### src/logic/isa_pkg.sv
package isa_pkg;

  //////////////////////////////////////////////////////////////////////
  // Word and field widths
  //////////////////////////////////////////////////////////////////////
  localparam int WORD_W     = 16;           // Data, address and instruction
  localparam int OPC_W      = 4;
  localparam int REG_W      = 4;            // r0..r15
  localparam int NUM_REGS   = 1 << REG_W;
  localparam int IMM_W      = 8;            // LLI immediate
  localparam int OFF_W      = 4;            // Unsigned LW/SW word offset
  localparam int INST_BYTES = 2;            // PC step per instruction

  // Field positions shared by all instructions
  localparam int OPC_LSB = 12;              // inst[15:12]
  localparam int RD_LSB  = 8;               // inst[11:8]
  localparam int RS_LSB  = 4;               // inst[7:4]
  localparam int RT_LSB  = 0;               // inst[3:0]

  typedef logic [WORD_W-1:0] word_t;
  typedef logic [REG_W-1:0]  reg_idx_t;
  typedef logic [IMM_W-1:0]  imm8_t;
  typedef logic [OFF_W-1:0]  off4_t;

  //////////////////////////////////////////////////////////////////////
  // Opcodes
  //////////////////////////////////////////////////////////////////////
  // Codes not listed here decode as NOP
  typedef enum logic [OPC_W-1:0] {
    OP_ADD = 4'd0,                          // rd = rs + rt
    OP_SUB = 4'd1,                          // rd = rs - rt
    OP_XOR = 4'd2,                          // rd = rs ^ rt
    OP_LW  = 4'd8,                          // rd = mem[rs + 2*off]
    OP_SW  = 4'd9,                          // mem[rs + 2*off] = rd
    OP_LLI = 4'd10,                         // rd = zext(inst[7:0])
    OP_HLT = 4'd15                          // Stop fetch and raise hlt at write-back
  } opcode_e;

endpackage

### src/logic/pipe_pkg.sv
package pipe_pkg;

  //////////////////////////////////////////////////////////////////////
  // Pipeline control encodings
  //////////////////////////////////////////////////////////////////////

  // Operand source for the execute muxes
  typedef enum logic [1:0] {
    FWD_REG   = 2'd0,                       // Value read in decode
    FWD_EXMEM = 2'd1,                       // ALU result one stage ahead
    FWD_WB    = 2'd2                        // Write-back data two stages ahead
  } fwd_sel_e;

  // ALU function picked in decode
  typedef enum logic [1:0] {
    ALU_ADD    = 2'd0,                      // ADD and the LW/SW address
    ALU_SUB    = 2'd1,
    ALU_XOR    = 2'd2,
    ALU_PASS_B = 2'd3                       // LLI passes the immediate straight through
  } alu_op_e;

endpackage

### src/logic/cpu_top.sv
`timescale 1ns/1ns

module cpu_top #(
  parameter isa_pkg::word_t RESET_PC = '0   // First fetch address
) (
  input  logic           clk,
  input  logic           rst_n,
  output isa_pkg::word_t pc,                // Instruction port address
  input  isa_pkg::word_t inst,              // Answered in the same cycle
  output logic           mem_en,
  output logic           mem_wr,
  output isa_pkg::word_t mem_addr,
  output isa_pkg::word_t mem_data_out,
  input  isa_pkg::word_t mem_data_in,       // Valid in the cycle of the read
  output logic           hlt                // Sticky once HLT retires
);
  import isa_pkg::*;
  import pipe_pkg::*;

  // IF/ID and stage control
  word_t    if_id_inst;
  logic     if_id_valid;
  logic     stall;                          // Load-use hold
  logic     halt_seen;                      // HLT decoded and fetch frozen

  // ID/EX
  reg_idx_t id_rs;                          // Sources of the instruction in decode
  reg_idx_t id_rt;
  reg_idx_t ex_rs;
  reg_idx_t ex_rt;
  reg_idx_t ex_rd;
  word_t    ex_a;
  word_t    ex_b;
  word_t    ex_imm;
  alu_op_e  ex_alu_op;
  logic     ex_use_imm;
  logic     ex_mem_en;
  logic     ex_mem_wr;
  logic     ex_reg_wr;
  logic     ex_halt;
  fwd_sel_e fwd_a;
  fwd_sel_e fwd_b;

  // EX/MEM
  reg_idx_t mem_rd;
  word_t    mem_alu;                        // Result or data address
  word_t    mem_store;
  logic     mem_en_q;
  logic     mem_wr_q;
  logic     mem_reg_wr;
  logic     mem_halt;

  // MEM/WB results that loop back to decode and forwarding
  logic     wb_en;
  reg_idx_t wb_rd;
  word_t    wb_data;

  fetch_stage #(
    .RESET_PC (RESET_PC)
  ) fetch_i (
    .clk, .rst_n, .stall, .halt_seen, .inst, .pc, .if_id_inst, .if_id_valid
  );

  decode_stage decode_i (
    .clk, .rst_n, .stall, .if_id_inst, .if_id_valid, .wb_en, .wb_rd, .wb_data,
    .id_rs, .id_rt, .ex_rs, .ex_rt, .ex_rd, .ex_a, .ex_b, .ex_imm, .ex_alu_op,
    .ex_use_imm, .ex_mem_en, .ex_mem_wr, .ex_reg_wr, .ex_halt, .halt_seen
  );

  hazard_unit hazard_i (
    .id_rs, .id_rt, .ex_rd, .ex_mem_en, .ex_mem_wr, .ex_reg_wr, .if_id_valid, .stall
  );

  forwarding_unit fwd_i (
    .ex_rs, .ex_rt, .mem_rd, .wb_rd, .mem_reg_wr, .wb_en, .fwd_a, .fwd_b
  );

  execute_stage execute_i (
    .clk, .rst_n, .ex_rd, .ex_a, .ex_b, .ex_imm, .ex_alu_op, .ex_use_imm,
    .ex_mem_en, .ex_mem_wr, .ex_reg_wr, .ex_halt, .fwd_a, .fwd_b, .wb_data,
    .mem_rd, .mem_alu, .mem_store, .mem_en_q, .mem_wr_q, .mem_reg_wr, .mem_halt
  );

  memory_stage memory_i (
    .clk, .rst_n, .mem_rd, .mem_alu, .mem_store, .mem_en_q, .mem_wr_q, .mem_reg_wr,
    .mem_halt, .mem_data_in, .mem_en, .mem_wr, .mem_addr, .mem_data_out,
    .wb_en, .wb_rd, .wb_data, .hlt
  );

endmodule

### src/logic/decode_stage.sv
`timescale 1ns/1ns

module decode_stage (
  input  logic              clk,
  input  logic              rst_n,
  input  logic              stall,          // Bubble into ID/EX
  input  isa_pkg::word_t    if_id_inst,
  input  logic              if_id_valid,
  input  logic              wb_en,          // Register file write port
  input  isa_pkg::reg_idx_t wb_rd,
  input  isa_pkg::word_t    wb_data,
  output isa_pkg::reg_idx_t id_rs,          // Zero when the field is not a source
  output isa_pkg::reg_idx_t id_rt,
  output isa_pkg::reg_idx_t ex_rs,
  output isa_pkg::reg_idx_t ex_rt,
  output isa_pkg::reg_idx_t ex_rd,
  output isa_pkg::word_t    ex_a,
  output isa_pkg::word_t    ex_b,           // rt value or rd value for SW
  output isa_pkg::word_t    ex_imm,
  output pipe_pkg::alu_op_e ex_alu_op,
  output logic              ex_use_imm,
  output logic              ex_mem_en,
  output logic              ex_mem_wr,
  output logic              ex_reg_wr,
  output logic              ex_halt,
  output logic              halt_seen
);
  import isa_pkg::*;
  import pipe_pkg::*;

  opcode_e  op;
  reg_idx_t rd;
  reg_idx_t rs;
  reg_idx_t rt;
  imm8_t    imm8;
  off4_t    off4;
  word_t    rf [NUM_REGS];                  // rf[0] unused since r0 reads as zero
  word_t    rs_val;
  word_t    rt_val;
  alu_op_e  alu_op;
  word_t    imm;
  logic     use_rs;
  logic     use_rt;
  logic     use_imm;
  logic     mem_en;
  logic     mem_wr;
  logic     reg_wr;
  logic     is_hlt;
  logic     halt_q;                         // HLT already passed decode
  logic     issue;                          // Real instruction moves to execute

  assign op   = opcode_e'(if_id_inst[OPC_LSB +: OPC_W]);
  assign rd   = if_id_inst[RD_LSB +: REG_W];
  assign rs   = if_id_inst[RS_LSB +: REG_W];
  assign rt   = if_id_inst[RT_LSB +: REG_W];
  assign imm8 = if_id_inst[IMM_W-1:0];
  assign off4 = if_id_inst[OFF_W-1:0];

  //////////////////////////////////////////////////////////////////////
  // Instruction decode
  //////////////////////////////////////////////////////////////////////
  always_comb begin
    alu_op  = ALU_ADD;
    imm     = word_t'({off4, 1'b0});        // Word offset as byte offset
    use_rs  = 1'b0;
    use_rt  = 1'b0;
    use_imm = 1'b0;
    mem_en  = 1'b0;
    mem_wr  = 1'b0;
    reg_wr  = 1'b0;
    is_hlt  = 1'b0;
    case (op)
      OP_ADD, OP_SUB, OP_XOR: begin
        alu_op = (op == OP_SUB) ? ALU_SUB : (op == OP_XOR) ? ALU_XOR : ALU_ADD;
        use_rs = 1'b1;
        use_rt = 1'b1;
        reg_wr = 1'b1;
      end
      OP_LW: begin
        use_rs  = 1'b1;                     // Base
        use_imm = 1'b1;
        mem_en  = 1'b1;
        reg_wr  = 1'b1;
      end
      OP_SW: begin
        use_rs  = 1'b1;
        use_rt  = 1'b1;                     // Store data rides in the rt slot
        use_imm = 1'b1;
        mem_en  = 1'b1;
        mem_wr  = 1'b1;
      end
      OP_LLI: begin
        alu_op  = ALU_PASS_B;
        imm     = word_t'(imm8);            // Zero extended
        use_imm = 1'b1;
        reg_wr  = 1'b1;
      end
      OP_HLT:  is_hlt = 1'b1;
      default: ;                            // NOP
    endcase
  end

  // Unused fields read as r0, so they never hit a hazard or a forward
  assign id_rs = use_rs ? rs : '0;
  assign id_rt = !use_rt ? '0 : (op == OP_SW) ? rd : rt;

  //////////////////////////////////////////////////////////////////////
  // Register file with write-before-read bypass
  //////////////////////////////////////////////////////////////////////
  always_ff @(posedge clk) begin
    if (wb_en) begin
      rf[wb_rd] <= wb_data;
    end
  end

  assign rs_val = (id_rs == '0) ? '0 : (wb_en && wb_rd == id_rs) ? wb_data : rf[id_rs];
  assign rt_val = (id_rt == '0) ? '0 : (wb_en && wb_rd == id_rt) ? wb_data : rf[id_rt];

  //////////////////////////////////////////////////////////////////////
  // ID/EX register
  //////////////////////////////////////////////////////////////////////
  assign issue     = if_id_valid && !stall;
  assign halt_seen = halt_q || (if_id_valid && is_hlt);

  always_ff @(posedge clk or negedge rst_n) begin
    if (!rst_n) begin
      ex_rs     <= '0;
      ex_rt     <= '0;
      ex_mem_en <= 1'b0;
      ex_mem_wr <= 1'b0;
      ex_reg_wr <= 1'b0;
      ex_halt   <= 1'b0;
      halt_q    <= 1'b0;
    end else begin
      ex_rs     <= issue ? id_rs : '0;      // Bubbles forward nothing
      ex_rt     <= issue ? id_rt : '0;
      ex_mem_en <= issue && mem_en;
      ex_mem_wr <= issue && mem_wr;
      ex_reg_wr <= issue && reg_wr && (rd != '0);   // r0 stays zero
      ex_halt   <= issue && is_hlt;
      halt_q    <= halt_seen;
    end
  end

  always_ff @(posedge clk) begin
    ex_rd      <= rd;
    ex_a       <= rs_val;
    ex_b       <= rt_val;
    ex_imm     <= imm;
    ex_alu_op  <= alu_op;
    ex_use_imm <= use_imm;
  end

  // Write enable is cleared for r0 here and carried down to write-back
  r0_wr_a: assert property (@(posedge clk) disable iff (!rst_n) wb_en |-> wb_rd != '0)
    else $error("write-back targets r0");

endmodule

### src/logic/execute_stage.sv
`timescale 1ns/1ns

module execute_stage (
  input  logic               clk,
  input  logic               rst_n,
  input  isa_pkg::reg_idx_t  ex_rd,
  input  isa_pkg::word_t     ex_a,
  input  isa_pkg::word_t     ex_b,
  input  isa_pkg::word_t     ex_imm,
  input  pipe_pkg::alu_op_e  ex_alu_op,
  input  logic               ex_use_imm,
  input  logic               ex_mem_en,
  input  logic               ex_mem_wr,
  input  logic               ex_reg_wr,
  input  logic               ex_halt,
  input  pipe_pkg::fwd_sel_e fwd_a,
  input  pipe_pkg::fwd_sel_e fwd_b,
  input  isa_pkg::word_t     wb_data,       // MEM/WB forward path
  output isa_pkg::reg_idx_t  mem_rd,
  output isa_pkg::word_t     mem_alu,       // Also the EX/MEM forward path
  output isa_pkg::word_t     mem_store,
  output logic               mem_en_q,
  output logic               mem_wr_q,
  output logic               mem_reg_wr,
  output logic               mem_halt
);
  import isa_pkg::*;
  import pipe_pkg::*;

  word_t op_a;
  word_t rt_val;                            // Forwarded rt and store data for SW
  word_t op_b;
  word_t alu_y;

  function automatic word_t fwd_mux(input fwd_sel_e sel, input word_t reg_val,
                                    input word_t exmem_val, input word_t wb_val);
    case (sel)
      FWD_EXMEM: return exmem_val;
      FWD_WB:    return wb_val;
      default:   return reg_val;
    endcase
  endfunction

  assign op_a   = fwd_mux(fwd_a, ex_a, mem_alu, wb_data);
  assign rt_val = fwd_mux(fwd_b, ex_b, mem_alu, wb_data);
  assign op_b   = ex_use_imm ? ex_imm : rt_val;

  // Arithmetic wraps modulo 2^16
  always_comb begin
    case (ex_alu_op)
      ALU_SUB:    alu_y = op_a - op_b;
      ALU_XOR:    alu_y = op_a ^ op_b;
      ALU_PASS_B: alu_y = op_b;              // LLI
      default:    alu_y = op_a + op_b;       // ADD and base plus offset
    endcase
  end

  //////////////////////////////////////////////////////////////////////
  // EX/MEM register
  //////////////////////////////////////////////////////////////////////
  always_ff @(posedge clk or negedge rst_n) begin
    if (!rst_n) begin
      mem_en_q   <= 1'b0;
      mem_wr_q   <= 1'b0;
      mem_reg_wr <= 1'b0;
      mem_halt   <= 1'b0;
    end else begin
      mem_en_q   <= ex_mem_en;
      mem_wr_q   <= ex_mem_wr;
      mem_reg_wr <= ex_reg_wr;
      mem_halt   <= ex_halt;
    end
  end

  always_ff @(posedge clk) begin
    mem_rd    <= ex_rd;
    mem_alu   <= alu_y;
    mem_store <= rt_val;
  end

  // A load in memory holds only its address so its consumer is held back a cycle
  load_fwd_a: assert property (@(posedge clk) disable iff (!rst_n)
      (mem_en_q && !mem_wr_q) |-> (fwd_a != FWD_EXMEM && fwd_b != FWD_EXMEM))
    else $error("load address forwarded as data");

endmodule

### src/logic/fetch_stage.sv
`timescale 1ns/1ns

module fetch_stage #(
  parameter isa_pkg::word_t RESET_PC = '0   // Must be even
) (
  input  logic           clk,
  input  logic           rst_n,
  input  logic           stall,             // Load-use hold
  input  logic           halt_seen,         // HLT in or past decode
  input  isa_pkg::word_t inst,              // Instruction at pc
  output isa_pkg::word_t pc,
  output isa_pkg::word_t if_id_inst,
  output logic           if_id_valid        // Zero marks a bubble
);
  import isa_pkg::*;

  word_t pc_next;

  // PC freezes on a stall and for good after HLT
  assign pc_next = (stall || halt_seen) ? pc : pc + word_t'(INST_BYTES);

  always_ff @(posedge clk or negedge rst_n) begin
    if (!rst_n) begin
      pc          <= RESET_PC;
      if_id_valid <= 1'b0;                  // IF/ID starts empty
    end else begin
      pc <= pc_next;
      if (halt_seen) begin
        if_id_valid <= 1'b0;                // Nothing behind HLT is decoded
      end else if (!stall) begin
        if_id_valid <= 1'b1;
      end
    end
  end

  always_ff @(posedge clk) begin
    if (!stall) begin
      if_id_inst <= inst;                   // Held while decode waits on a load
    end
  end

  // Word aligned fetch over the whole run
  pc_even_a: assert property (@(posedge clk) disable iff (!rst_n) pc[0] == 1'b0)
    else $error("pc not word aligned: %h", pc);

endmodule

### src/logic/forwarding_unit.sv
`timescale 1ns/1ns

module forwarding_unit (
  input  isa_pkg::reg_idx_t  ex_rs,
  input  isa_pkg::reg_idx_t  ex_rt,
  input  isa_pkg::reg_idx_t  mem_rd,
  input  isa_pkg::reg_idx_t  wb_rd,
  input  logic               mem_reg_wr,
  input  logic               wb_en,
  output pipe_pkg::fwd_sel_e fwd_a,         // Source for operand A
  output pipe_pkg::fwd_sel_e fwd_b          // Source for rt value and store data
);
  import isa_pkg::*;
  import pipe_pkg::*;

  // Youngest producer wins so EX/MEM beats MEM/WB
  function automatic fwd_sel_e pick_src(input reg_idx_t src, input reg_idx_t mem_dst,
                                        input logic mem_wen, input reg_idx_t wb_dst,
                                        input logic wb_wen);
    if (mem_wen && mem_dst == src) begin
      return FWD_EXMEM;
    end
    if (wb_wen && wb_dst == src) begin
      return FWD_WB;
    end
    return FWD_REG;                         // Decode read is current
  endfunction

  assign fwd_a = pick_src(ex_rs, mem_rd, mem_reg_wr, wb_rd, wb_en);
  assign fwd_b = pick_src(ex_rt, mem_rd, mem_reg_wr, wb_rd, wb_en);

endmodule

### src/logic/hazard_unit.sv
`timescale 1ns/1ns

module hazard_unit (
  input  isa_pkg::reg_idx_t id_rs,          // Zero when not a source
  input  isa_pkg::reg_idx_t id_rt,
  input  isa_pkg::reg_idx_t ex_rd,
  input  logic              ex_mem_en,
  input  logic              ex_mem_wr,
  input  logic              ex_reg_wr,      // Never set for r0
  input  logic              if_id_valid,
  output logic              stall           // Hold PC and IF/ID, bubble ID/EX
);

  logic ex_is_load;
  logic src_hit;

  // LW in execute has no data until memory answers
  assign ex_is_load = ex_mem_en && !ex_mem_wr && ex_reg_wr;
  assign src_hit    = (ex_rd == id_rs) || (ex_rd == id_rt);
  assign stall      = if_id_valid && ex_is_load && src_hit;

endmodule

### src/logic/memory_stage.sv
`timescale 1ns/1ns

module memory_stage (
  input  logic              clk,
  input  logic              rst_n,
  input  isa_pkg::reg_idx_t mem_rd,
  input  isa_pkg::word_t    mem_alu,        // Result or byte address
  input  isa_pkg::word_t    mem_store,
  input  logic              mem_en_q,
  input  logic              mem_wr_q,
  input  logic              mem_reg_wr,
  input  logic              mem_halt,
  input  isa_pkg::word_t    mem_data_in,    // Same-cycle read data
  output logic              mem_en,
  output logic              mem_wr,
  output isa_pkg::word_t    mem_addr,
  output isa_pkg::word_t    mem_data_out,
  output logic              wb_en,
  output isa_pkg::reg_idx_t wb_rd,
  output isa_pkg::word_t    wb_data,
  output logic              hlt
);

  logic is_load;

  // Data port straight from EX/MEM
  assign mem_en       = mem_en_q;
  assign mem_wr       = mem_wr_q;
  assign mem_addr     = mem_alu;
  assign mem_data_out = mem_store;
  assign is_load      = mem_en_q && !mem_wr_q;

  //////////////////////////////////////////////////////////////////////
  // MEM/WB register
  //////////////////////////////////////////////////////////////////////
  always_ff @(posedge clk or negedge rst_n) begin
    if (!rst_n) begin
      wb_en <= 1'b0;
      hlt   <= 1'b0;
    end else begin
      wb_en <= mem_reg_wr;
      hlt   <= hlt || mem_halt;             // Set as HLT enters write-back and never cleared
    end
  end

  always_ff @(posedge clk) begin
    wb_rd   <= mem_rd;
    wb_data <= is_load ? mem_data_in : mem_alu;
  end

endmodule

### config.mk
export PLATFORM = sky130hd
export DESIGN_NAME = cpu_top
export DESIGN_NICKNAME = d
export VERILOG_FILES = /design/src/logic/isa_pkg.sv /design/src/logic/pipe_pkg.sv /design/src/logic/cpu_top.sv /design/src/logic/decode_stage.sv /design/src/logic/execute_stage.sv /design/src/logic/fetch_stage.sv /design/src/logic/forwarding_unit.sv /design/src/logic/hazard_unit.sv /design/src/logic/memory_stage.sv
export SDC_FILE = /design/constraint.sdc
export NUM_CORES = 1
export LEC_CHECK = 0
export ABC_AREA = 1
export BUFFER_PORTS_ARGS = -buffer_cell sky130_fd_sc_hd__buf_2
export CORE_UTILIZATION = 65
export DETAILED_ROUTE_END_ITERATION = 6
export GPL_TIMING_DRIVEN = 0
export PLACE_DENSITY = 0.9
export RECOVER_POWER = 100
export SLEW_MARGIN = 20
export SYNTH_ARGS = -nofsm -noshare
export SYNTH_HDL_FRONTEND = slang
export SYNTH_SLANG_ARGS = --single-unit
### constraint.sdc
create_clock -name clk -period 8.36 [get_ports clk]
set_input_delay 0.418 -clock clk [delete_from_list [all_inputs] [get_ports clk]]
set_output_delay 0.418 -clock clk [all_outputs]
set_load 0.01 [all_outputs]
==> results.md <==
- First-pass GRT wire length: 104000 microns
- Ys flop type: edfxtp_1
- Outcome: complete, but fails checks
- Reg area: 11100 sq um
- Comb pwr share: 17.4%
- Largest net degree at the start of global routing: 36
- Worst vdd ir: 0.222 mV
- Share of cells above drive strength 1: 8.56%
- RePlAce Congestion: 1.07
- # fillers: 2202
- Clk sinks: 410
- TritonCTS Buffers: 43
- Actual slew at the worst max-slew pin: 1.94 ns
- Leakage: 8.53 nW
- Mapped cell area: 20000 sq um
- CP startpoint kind: register
- Commonest non-fill, non-tap cell in the layout: o21ai_0
- CP Capture Type: register
- Syn. warnings: 0
- Clock skew: 0.0223 ns
- Hold Path Sink: fetch_i.if_id_inst[3]$_DFFE_PN_
- Final ANT Viol Nets: 0
- GRT Util Overall: 45.1%
- WL/cell: 26.1 microns
- Tmin final: 5.30 ns
- Multi-input logic area: 7510 sq um
- CP max stage delay: 0.67 ns
- Worst R2R Setup Slack: 3.06 ns
- Most frequent CP cell: nand2_1
- Violated checks: design-rule violations, max-capacitance violations, max-slew violations
- WL final: 70800 microns
- Die ar.: 31400 sq um
- Seq cells post-synth: 410
- Initial core utilization: 66.7%
- CTS root buf: clkbuf_16
- Count of buffers from port buffering: 83
- Net switching power: 1.92 mW
- Distinct cells, synth: 60
- Die height: 177 microns
- WHS Path Cells: 1
- Worst-case reg-to-reg path depth: 30
- PD cells: 266 nW/um^2
- Reg power frac: 49.0%
- Final setup violation count: 0
- Max-slew headroom: -29.4%
- Sw frac: 32.4%
- Number of synthesized flops with an enable pin: 272
- Worst-path fanout max: 8
- Critical path class: reg2reg
- WP data required: 8.78 ns
- Unrepaired setup endpoints after global routing: false
- Initial antenna violation count: 2
- Antenna Diode Count: 0
- I/O pins: 85
- MaxCap Viol Count: 3
- Vias in the first global route: 17263
- Post-Syn Nets: 2194
- Most frequent cells in the layout: o21ai_0 (314), edfxtp_1 (272), nand2_1 (271), nor2_1 (214), clkbuf_1 (167)
- CTS Hold Bufs: 1
- Postcts setup bufs: 0
- CTS tree: built
- Clk_lat worst skew: 0.55 ns
- Hpwl dp: 50100 microns
- Final net count: 2346
- Drt via density: 6.79
- Crit share post-route: 63.4%
- Clock Path Buffers: 3
- Setup TNS: 0 ns
- Layout area overhead: 11.3%
- Worst r2r dst: execute_i.mem_alu[15]$_DFF_P_
- Clock power share: 33.6%
- FP Rows: 63
- Gr ovfl total: 0
- Fin. Hold Viols: 0
- Min-delay src: inst[3]
- Total power: 5.92 mW
- Cells after Synth: 2141
- CORE AREA: 30000 sq um
- Seq/Total Area, Yosys: 55.6%
- Clock transition at path regs: 0.06 ns
- Utilization after layout: 74.2%
- Critical Path AT: 5.72 ns
- RR Startpoint: memory_i.wb_rd[1]$_DFF_P_
- CTS H-tree lvls: 2
- Post-CTS resize count: 0
- Syn Area/Cell: 9.33 sq um
- Worst-path cell with the longest stage delay: nor3_1
- FMAX: 0.189 GHz
- DR vias: 18432
- First-pass iteration count of the detailed router: 7
- Internal power: 4.00 mW
- Min-delay worst type: in2reg
- Fraction of registers with async set/reset: 8.54%
- DRC errors left: 1
- Die X: 177 microns
- Detailed Route Iter0 Violations: 2817
- Pins Over Slew Limit: 45
## through the flow
stage	hold WS [ns]	setup WS, ns	std cells	cell area [sq um]
2_1_floorplan	0.122	4.77	2141	20000
3_3_place_gp	0.342	4.06	2614	20900
3_5_place_dp	0.343	4.00	2637	21200
4_1_cts	0.0420	3.96	2715	22600
5_1_grt	0.0453	2.42	2715	22200
6_report	0.0537	3.06	2715	22200
## synthesized netlist by cell type, types with 12 or more instances
| master | number | area, sq um |
|---|---|---|
| nor2_1 | 210 | 788 |
| o211ai_1 | 18 | 135 |
| nand2_1 | 264 | 991 |
| o21ai_0 | 311 | 1560 |
| o211a_1 | 16 | 160 |
| nand3_1 | 114 | 571 |
| edfxtp_1 | 272 | 8170 |
| o22ai_1 | 72 | 450 |
| dfxtp_1 | 103 | 2060 |
| xor2_1 | 32 | 280 |
| buf_2 | 28 | 140 |
| nor3_1 | 35 | 175 |
| clkbuf_1 | 80 | 300 |
| nand4_1 | 16 | 100 |
| nand2_2 | 16 | 100 |
| dfrtp_1 | 35 | 876 |
| inv_2 | 14 | 52.6 |
| ha_1 | 18 | 225 |
| a21oi_1 | 150 | 751 |
| nand3_2 | 12 | 120 |
| inv_1 | 160 | 601 |
| a41oi_1 | 16 | 140 |
## flip-flops by register name, summed over array words and instances (netlist names), 2 cells and up
signal               cells
decode_i.ex_a           16
decode_i.ex_rd           4
execute_i.mem_rd         4
fetch_i.pc              15
decode_i.ex_rs           4
decode_i.ex_alu_op       2
memory_i.wb_rd           4
execute_i.mem_alu       16
memory_i.wb_data        16
fetch_i.if_id_inst      16
decode_i.ex_rt           4
decode_i.rf            256
decode_i.ex_b           16
decode_i.ex_imm          8
execute_i.mem_store     16
## power groups by stage
stage                     clock network [mW]  registers [mW]  logic, mW
after floorplan                            0            2.72      0.645
after global placement                     0            2.89      0.979
after detailed placement                   0            2.90       1.01
after CTS                               1.97            2.86       1.02
after global routing                    2.04            2.89       1.11
final                                   1.99            2.90       1.03
## worst max-delay path by stage
stage / startpoint / to
floorplan: memory_i.wb_rd[2]$_DFF_P_ / execute_i.mem_alu[12]$_DFF_P_
global placement: memory_i.wb_rd[2]$_DFF_P_ / execute_i.mem_alu[12]$_DFF_P_
detailed placement: memory_i.wb_rd[2]$_DFF_P_ / execute_i.mem_alu[12]$_DFF_P_
CTS: memory_i.wb_rd[2]$_DFF_P_ / execute_i.mem_alu[12]$_DFF_P_
global route: memory_i.wb_rd[1]$_DFF_P_ / execute_i.mem_alu[15]$_DFF_P_
finish: memory_i.wb_rd[1]$_DFF_P_ / execute_i.mem_alu[15]$_DFF_P_
## cell type report
cell class	instances	share of cell area, %
Buffer	126	2.48
Clock buffer	58	5.56
Clock inverter	19	1.02
Inverter	178	3.02
Multi-Input combinational cell	1427	33.8
Sequential cell	410	50.0
Tap cell	390	2.20
Timing Repair Buffer	107	2.01
## worst max-delay path, delay by kind of cell (launching register included)
family                   cells  cell delay [ns]
AND/OR/NAND/NOR             19             2.71
AO/OA/AOI/OAI                2             0.42
buffers and inverters        6             1.01
flip-flops                   1             0.31
XOR/XNOR                     1             0.15
adder cells (fa/ha/maj)      2             0.54
## metal layers
metal,vias to the layer above,share of wire [%],track usage (%)
met2,1675,43,67.8
met3,352,16,14.0
met4,2,6.7,25.9
li1,7869,-,-
met1,8534,34,57.7
met5,-,0.014,0
## kinds of logic (layout without fill, tap and decap cells)
| group | Yosys count | after routing | synth area share, % |
|---|---|---|---|
| AND/OR/NAND/NOR | 710 | 710 | 16.0 |
| AO/OA/AOI/OAI | 646 | 646 | 18.6 |
| flip-flops | 410 | 410 | 55.6 |
| buffers and inverters | 304 | 488 | 6.25 |
| XOR/XNOR | 43 | 43 | 1.89 |
| adder cells (fa/ha/maj) | 19 | 19 | 1.23 |
| multiplexers | 8 | 8 | 0.451 |
| other | 1 | 1 | 0.0188 |
(Power assumes the default switching activity.)
